===== src/logic/booth_pkg.sv =====
/*
 * Booth significand multiplier
 * Widths and partial product count of the radix-4 datapath
 */

package booth_pkg;

  localparam int PROD_WIDTH = 24;

  // One partial product per pair of multiplier bits
  localparam int NUM_PP = 6;

  // Two top bits, hidden bit second, then the fraction
  typedef logic [11:0] sig_t;

  // Sign-extended partial product or full product
  typedef logic [PROD_WIDTH-1:0] prod_t;

endpackage


===== src/logic/fp16_pkg.sv =====
/*
 * Half-precision (binary16) number format
 * Field widths of the IEEE word and its exponent bias
 */

package fp16_pkg;

  // Whole word: sign, exponent, fraction
  typedef logic [15:0] fp16_t;

  // Biased exponent field
  typedef logic [4:0] exp_t;

  // Stored fraction, hidden bit not included
  typedef logic [9:0] frac_t;

  localparam int EXP_BIAS = 15;

endpackage


===== src/logic/booth_encoder.sv =====
/*
 * Radix-4 Booth encoder
 * Recodes the multiplier into six shifted partial products
 */

module booth_encoder import booth_pkg::*; (
  input  sig_t  multiplicand,
  input  sig_t  multiplier,
  output prod_t pp [NUM_PP]
);

  localparam int SIG_W = $bits(sig_t);

  prod_t mcand_pos1;
  prod_t mcand_neg1;
  prod_t mcand_pos2;
  prod_t mcand_neg2;

  // Multiplier with the implicit zero below bit 0
  logic [SIG_W:0] mplier_ext;

  assign mcand_pos1 = {{(PROD_WIDTH - SIG_W){multiplicand[SIG_W-1]}}, multiplicand};

  // Two's complement negation as inversion plus one
  prefix_adder #(
    .WIDTH(PROD_WIDTH)
  ) negate_i (
    .x   (~mcand_pos1),
    .y   ('0),
    .cin (1'b1),
    .sum (mcand_neg1)
  );

  assign mcand_pos2 = mcand_pos1 << 1;
  assign mcand_neg2 = mcand_neg1 << 1;

  assign mplier_ext = {multiplier, 1'b0};

  for (genvar k = 0; k < NUM_PP; k++) begin : g_pp
    logic [2:0] window;
    prod_t      multiple;

    // Overlapping window b(2k+1), b(2k), b(2k-1)
    assign window = mplier_ext[2*k+2 -: 3];

    always_comb begin
      case (window)
        3'b001, 3'b010: multiple = mcand_pos1;
        3'b011:         multiple = mcand_pos2;
        3'b100:         multiple = mcand_neg2;
        3'b101, 3'b110: multiple = mcand_neg1;
        default:        multiple = '0;
      endcase
    end

    assign pp[k] = multiple << (2 * k);
  end

endmodule


===== src/logic/fp16_mul_top.sv =====
/*
 * Half-precision multiplier top level
 * Operand registers, Booth significand multiplier and result registers
 */

module fp16_mul_top import fp16_pkg::*, booth_pkg::*; (
  input  logic  clk,
  input  logic  rst,
  input  fp16_t a,
  input  fp16_t b,
  output fp16_t result
);

  logic  sign_a;
  logic  sign_b;
  exp_t  exp_a;
  exp_t  exp_b;
  sig_t  sig_a;
  sig_t  sig_b;
  prod_t pp [NUM_PP];
  prod_t product;

  operand_stage operand_stage_i (
    .clk    (clk),
    .rst    (rst),
    .a      (a),
    .b      (b),
    .sign_a (sign_a),
    .sign_b (sign_b),
    .exp_a  (exp_a),
    .exp_b  (exp_b),
    .sig_a  (sig_a),
    .sig_b  (sig_b)
  );

  // Significand multiplier, purely combinational
  booth_encoder booth_encoder_i (
    .multiplicand (sig_a),
    .multiplier   (sig_b),
    .pp           (pp)
  );

  wallace_reducer wallace_reducer_i (
    .pp      (pp),
    .product (product)
  );

  result_stage result_stage_i (
    .clk     (clk),
    .rst     (rst),
    .product (product),
    .sign_a  (sign_a),
    .sign_b  (sign_b),
    .exp_a   (exp_a),
    .exp_b   (exp_b),
    .result  (result)
  );

endmodule


===== src/logic/operand_stage.sv =====
/*
 * Operand stage
 * Registers both operands and forms their significands
 */

module operand_stage import fp16_pkg::*, booth_pkg::*; (
  input  logic  clk,
  input  logic  rst,
  input  fp16_t a,
  input  fp16_t b,
  output logic  sign_a,
  output logic  sign_b,
  output exp_t  exp_a,
  output exp_t  exp_b,
  output sig_t  sig_a,
  output sig_t  sig_b
);

  frac_t frac_a;
  frac_t frac_b;

  always_ff @(posedge clk or posedge rst) begin
    if (rst) begin
      sign_a <= 1'b0;
      sign_b <= 1'b0;
      exp_a  <= '0;
      exp_b  <= '0;
      frac_a <= '0;
      frac_b <= '0;
    end else begin
      sign_a <= a[15];
      sign_b <= b[15];
      exp_a  <= a[14:10];
      exp_b  <= b[14:10];
      frac_a <= a[9:0];
      frac_b <= b[9:0];
    end
  end

  // Hidden bit only for a nonzero exponent
  assign sig_a = {1'b0, |exp_a, frac_a};
  assign sig_b = {1'b0, |exp_b, frac_b};

endmodule


===== src/logic/prefix_adder.sv =====
/*
 * Kogge-Stone parallel-prefix adder
 * Any width, carry-in folded in below bit 0, no carry-out
 */

module prefix_adder #(
  parameter int WIDTH = 24
) (
  input  logic [WIDTH-1:0] x,
  input  logic [WIDTH-1:0] y,
  input  logic             cin,
  output logic [WIDTH-1:0] sum
);

  localparam int LEVELS = (WIDTH > 1) ? $clog2(WIDTH) : 1;

  logic [WIDTH-1:0] prop;

  // Index i of a level holds the group ending at bit i-1, index 0 is cin
  logic [WIDTH-1:0] gen_lvl  [LEVELS+1];
  logic [WIDTH-1:0] prop_lvl [LEVELS];

  assign prop = x ^ y;

  assign gen_lvl[0][0]  = cin;
  assign prop_lvl[0][0] = 1'b0;

  for (genvar i = 1; i < WIDTH; i++) begin : g_init
    assign gen_lvl[0][i]  = x[i-1] & y[i-1];
    assign prop_lvl[0][i] = prop[i-1];
  end

  //////////////////////////////////////////////////////////////////////
  // Prefix levels, span doubles each level
  //////////////////////////////////////////////////////////////////////

  for (genvar l = 0; l < LEVELS; l++) begin : g_level
    localparam int D = 1 << l;

    for (genvar i = 0; i < WIDTH; i++) begin : g_node
      if (i >= D) begin : g_cell
        assign gen_lvl[l+1][i] = gen_lvl[l][i] | (prop_lvl[l][i] & gen_lvl[l][i-D]);
        if (l + 1 < LEVELS) begin : g_prop
          assign prop_lvl[l+1][i] = prop_lvl[l][i] & prop_lvl[l][i-D];
        end
      end else begin : g_pass
        assign gen_lvl[l+1][i] = gen_lvl[l][i];
        if (l + 1 < LEVELS) begin : g_prop
          assign prop_lvl[l+1][i] = prop_lvl[l][i];
        end
      end
    end
  end

  // Final generate at index i is the carry into bit i
  for (genvar i = 0; i < WIDTH; i++) begin : g_sum
    assign sum[i] = prop[i] ^ gen_lvl[LEVELS][i];
  end

endmodule


===== src/logic/result_stage.sv =====
/*
 * Result stage
 * Registers the product with signs and exponents, then
 * normalizes by one bit, truncates and rebiases the exponent
 */

module result_stage import fp16_pkg::*, booth_pkg::*; (
  input  logic  clk,
  input  logic  rst,
  input  prod_t product,
  input  logic  sign_a,
  input  logic  sign_b,
  input  exp_t  exp_a,
  input  exp_t  exp_b,
  output fp16_t result
);

  logic [21:0] prod_q;
  logic        sign_a_q;
  logic        sign_b_q;
  exp_t        exp_a_q;
  exp_t        exp_b_q;

  logic        norm;
  frac_t       res_frac;
  exp_t        res_exp;

  always_ff @(posedge clk or posedge rst) begin
    if (rst) begin
      prod_q   <= '0;
      sign_a_q <= 1'b0;
      sign_b_q <= 1'b0;
      exp_a_q  <= '0;
      exp_b_q  <= '0;
    end else begin
      prod_q   <= product[21:0];
      sign_a_q <= sign_a;
      sign_b_q <= sign_b;
      exp_a_q  <= exp_a;
      exp_b_q  <= exp_b;
    end
  end

  //////////////////////////////////////////////////////////////////////
  // Normalize and pack
  //////////////////////////////////////////////////////////////////////

  // Product of two or more
  assign norm = prod_q[21];

  assign res_frac = norm ? prod_q[20:11] : prod_q[19:10];

  // Wraps modulo 32, no overflow or underflow handling
  assign res_exp = exp_t'(exp_a_q + exp_b_q + norm - EXP_BIAS);

  assign result = {sign_a_q ^ sign_b_q, res_exp, res_frac};

endmodule


===== src/logic/wallace_reducer.sv =====
/*
 * Wallace reduction tree
 * Three carry-save levels take six partial products to two,
 * then a prefix adder forms the product
 */

module wallace_reducer import booth_pkg::*; (
  input  prod_t pp [NUM_PP],
  output prod_t product
);

  function automatic logic maj3(input logic a, input logic b, input logic c);
    return (a & b) | (a & c) | (b & c);
  endfunction

  prod_t s1a, c1a, s1b, c1b;
  prod_t s2, c2;
  prod_t s3, c3;
  prod_t c1a_sh, c1b_sh, c2_sh, c3_sh;

  // Carries weigh one bit more than the sums they came with
  assign c1a_sh = c1a << 1;
  assign c1b_sh = c1b << 1;
  assign c2_sh  = c2 << 1;
  assign c3_sh  = c3 << 1;

  //////////////////////////////////////////////////////////////////////
  // Carry-save levels, one full adder per bit and CSA
  //////////////////////////////////////////////////////////////////////

  for (genvar i = 0; i < PROD_WIDTH; i++) begin : g_bit
    // Level 1, two CSAs side by side
    assign s1a[i] = pp[0][i] ^ pp[1][i] ^ pp[2][i];
    assign c1a[i] = maj3(pp[0][i], pp[1][i], pp[2][i]);
    assign s1b[i] = pp[3][i] ^ pp[4][i] ^ pp[5][i];
    assign c1b[i] = maj3(pp[3][i], pp[4][i], pp[5][i]);

    // Level 2
    assign s2[i] = s1a[i] ^ c1a_sh[i] ^ s1b[i];
    assign c2[i] = maj3(s1a[i], c1a_sh[i], s1b[i]);

    // Level 3 picks up the second carry of level 1
    assign s3[i] = s2[i] ^ c2_sh[i] ^ c1b_sh[i];
    assign c3[i] = maj3(s2[i], c2_sh[i], c1b_sh[i]);
  end

  prefix_adder #(
    .WIDTH(PROD_WIDTH)
  ) final_add_i (
    .x   (s3),
    .y   (c3_sh),
    .cin (1'b0),
    .sum (product)
  );

endmodule


===== config.mk =====
export PLATFORM = sky130hd
export DESIGN_NAME = fp16_mul_top
export DESIGN_NICKNAME = d
export VERILOG_FILES = /design/src/logic/booth_pkg.sv /design/src/logic/fp16_pkg.sv /design/src/logic/booth_encoder.sv /design/src/logic/fp16_mul_top.sv /design/src/logic/operand_stage.sv /design/src/logic/prefix_adder.sv /design/src/logic/result_stage.sv /design/src/logic/wallace_reducer.sv
export SDC_FILE = /design/constraint.sdc
export NUM_CORES = 1
export LEC_CHECK = 0
export CAP_MARGIN = 20
export CORE_ASPECT_RATIO = 1.75
export CORE_MARGIN = 1
export CORE_UTILIZATION = 60
export CTS_CLUSTER_SIZE = 20
export DETAILED_ROUTE_END_ITERATION = 12
export DONT_BUFFER_PORTS = 1
export PLACE_DENSITY = 0.76
export SYNTH_ARGS = -nofsm -noshare
export SYNTH_HDL_FRONTEND = slang
export SYNTH_HIERARCHICAL = 1
export SYNTH_SLANG_ARGS = --single-unit

===== constraint.sdc =====
create_clock -name clk -period 7.76 [get_ports clk]
set_input_delay 1.164 -clock clk [delete_from_list [all_inputs] [get_ports clk]]
set_output_delay 1.164 -clock clk [all_outputs]
set_load 0.1 [all_outputs]

==> summary.txt <==
Cells and area
  • Fin nets: 1264
  • Final instance area: 9900 um^2
  • Post-route core utilization: 61.8%
  • Filler Cell Count: 1416
  • Area Growth Syn to Fin: 0.126%
  • Ant diodes: 0
  • Share of cells above drive strength 1: 8.45%

Place
  • Post-place instance area: 9750 um^2
  • Port Buffers: 0
  • Post-place setup slack: 1230 ps
  • DP Wirelength: 20.1 mm
  • RD Place Congestion: 1.01

Floorplanning
  • # rows: 61
  • Top Ports: 50
  • Core area: 16000 um^2
  • Chip Width: 99.1 um
  • Initial Util: 61.7%
  • DIE HEIGHT: 172 um
  • Die area: 17000 um^2

Setup path
  • Crit path max fanout: 14
  • Critical Path RT: 7950 ps
  • Crit path DAT: 6820 ps
  • Worst path max stage delay: 740 ps
  • Kind of critical path: register to register
  • Kind of cell adding the most delay to the critical path: adder cells
  • Startpoint Class: register
  • Critical Path Sink Type: register
  • CP cell instances: inv_1 -> ha_1 -> and3_1 -> a221oi_2 -> o21ai_2 -> a31o_4 -> xor2_1 -> nor2b_1 -> o21ai_0 -> o21ai_0 -> fa_1 -> fa_1 -> fa_1 -> ha_1 -> a21oi_1 -> o21ai_0 -> or2_2 -> o311ai_0 -> a41o_1 -> a211oi_2
  • Crit-path slowest cell: xor2_1
  • CP Buf/Inv Count: 1

Route
  • Drt via density: 6.77
  • Routed met3 length: 1.69 mm
  • Max layer used: met4
  • Routed wire length: 26.6 mm
  • Avg WL per Cell: 20.8 um
  • First-pass DRT Iterations: 5
  • DR vias: 8646
  • M1 WL: 9.78 mm
  • Initial DRC Count: 966
  • Antenna-violating nets left: 0
  • Met2 WL: 13.7 mm
  • DRC violations left: 0

Clock tree
  • PostCTS Resize Cnt: 0
  • CTS Hold Bufs: 0
  • # clock sinks: 56
  • Clock root buffer: clkbuf_16
  • Clock-pin slew of the registers on the worst-case setup and hold paths: 80 ps
  • TritonCTS Buffers: 5
  • Post-CTS setup buffer count: 0
  • Clock Tree Buf Depth: 2
  • Clk Latency, worst-skew pair: 310 ps
  • Depth of the CTS H-tree: 2
  • CTS tree: done

Synth
  • Post-synth design cell area: 9890 um^2
  • Yosys Warn Count: 6
  • Cells after synthesis: 1146
  • Syn_area_per_cell: 8.63 um^2

Global routing
  • Initial antenna violation count: 0
  • Grt ovf: 0
  • Vias in the first global route: 8147
  • First-pass GRT wire length: 41.6 mm
  • Largest net degree at the start of global routing: 64
  • GRT Util Overall: 31.5%

STA
  • Final slew viol count: 0
  • Fin. Hold Viols: 0
  • Fin crit period: 6640 ps
  • Post-Route Setup TNS: 0 ps
  • RSZ-0062 raised after global routing: no
  • Fin crit share: 85.5%
  • Final setup margin: 1120 ps
  • Worst Skew: 8.94 ps
  • Headroom to the max-slew limit: 22.2%
  • Fmax: 151 MHz
  • Final setup viols: 0
  • Slew @ Worst Pin: 1170 ps

Job
  • Maxcap violations: 0

Power and ir drop
  • Total power: 3.99 mW
  • Power per Cell Area: 403 nW/um^2
  • Leak Pwr: 4.58 nW
  • Peak supply drop: 0.266 mV

Min path
  • Min-delay worst type: register to register

Run status
  • Result of the run: complete, no violations
==> cells in the final DEF, fill, tap and decap left out, types with 13 or more instances in the layout <==
master     n
o21ai_0   98
a21oi_1   95
nand2_1   90
fa_1      89
conb_1    62
mux2i_1   55
ha_1      53
dfrtp_1   51
inv_1     45
nor2b_1   37
o211a_1   34
nor2_1    32
a211oi_1  31
a31o_2    24
a211o_1   22
buf_4     22
xnor2_1   19
nor3_1    17
xor2_1    16
o32ai_1   16
nand3_1   15
a22oi_1   13
a221oi_1  13
mux2_2    13
a21o_1    13
==> metrics by stage <==
stage,instances,hold slack (ps)
5_1_grt,1278,359
3_3_place_gp,1270,332
6_report,1278,352
3_5_place_dp,1270,336
2_1_floorplan,1204,331
4_1_cts,1278,353
==> worst reg2reg max path, cell delays in order, from the launching register on <==
cell and delay [ps]:
dfrtp_1 620, inv_1 150, ha_1 360, and3_1 200
a221oi_2 340, o21ai_2 190, a31o_4 280, xor2_1 740
nor2b_1 260, o21ai_0 90, o21ai_0 260, fa_1 490
fa_1 480, fa_1 400, ha_1 390, a21oi_1 230
o21ai_0 180, or2_2 330, o311ai_0 310, a41o_1 170
a211oi_2 50
==> per-layer routing <==
layer	GRT usage, %	vias up
met5	0	-
met4	17.2	0
met3	2.55	95
met2	57.3	421
met1	36.5	4182
li1	-	3948
==> area by class of cell <==
cell class,count,area [um^2],area share [%]
multi-input combinational,957,7770,78.5
tap,189,236,2.39
sequential,56,1410,14.2
inverter,46,173,1.74
timing repair buffer,22,165,1.67
clock inverter,3,25.0,0.253
clock buffer,5,125,1.26
==> flip-flops by register name (all words and copies together), names as in the netlist <==
| register | count |
|---|---|
| result_stage_i/exp_a_q | 5 |
| operand_stage_i/exp_a | 5 |
| result_stage_i/exp_b_q | 5 |
| result_stage_i/sign_b_q | 1 |
| operand_stage_i/frac_a | 10 |
| operand_stage_i/sign_a | 1 |
| result_stage_i/prod_q | 12 |
| operand_stage_i/exp_b | 5 |
| operand_stage_i/sign_b | 1 |
| operand_stage_i/frac_b | 10 |
| result_stage_i/sign_a_q | 1 |
==> where the power goes <==
| part | internal [mW] | total, mW | leakage (nW) | switching, mW |
|---|---|---|---|---|
| Combinational | 1.25 | 3.33 | 3.86 | 2.07 |
| Clock | 0.123 | 0.245 | 0.0708 | 0.122 |
| Sequential | 0.370 | 0.420 | 0.648 | 0.0501 |
==> worst paths after layout <==
kind | from | endpoint | slack (ps) | cells past startpoint
worst max-delay path | operand_stage_i/frac_a[3] | result_stage_i/prod_q[19] | 1120 | 20
worst min-delay path | operand_stage_i/sign_a | result_stage_i/sign_a_q | 350 | 0
worst max register to register | operand_stage_i/frac_a[3] | result_stage_i/prod_q[19] | 1120 | 20
worst min register to register | operand_stage_i/sign_a | result_stage_i/sign_a_q | 350 | 0
max in group asynchronous | rst | result_stage_i/prod_q[20] | 6360 | 1
min in group asynchronous | rst | operand_stage_i/exp_a[4] | 840 | 2
Power figures use the tool's default switching activity.
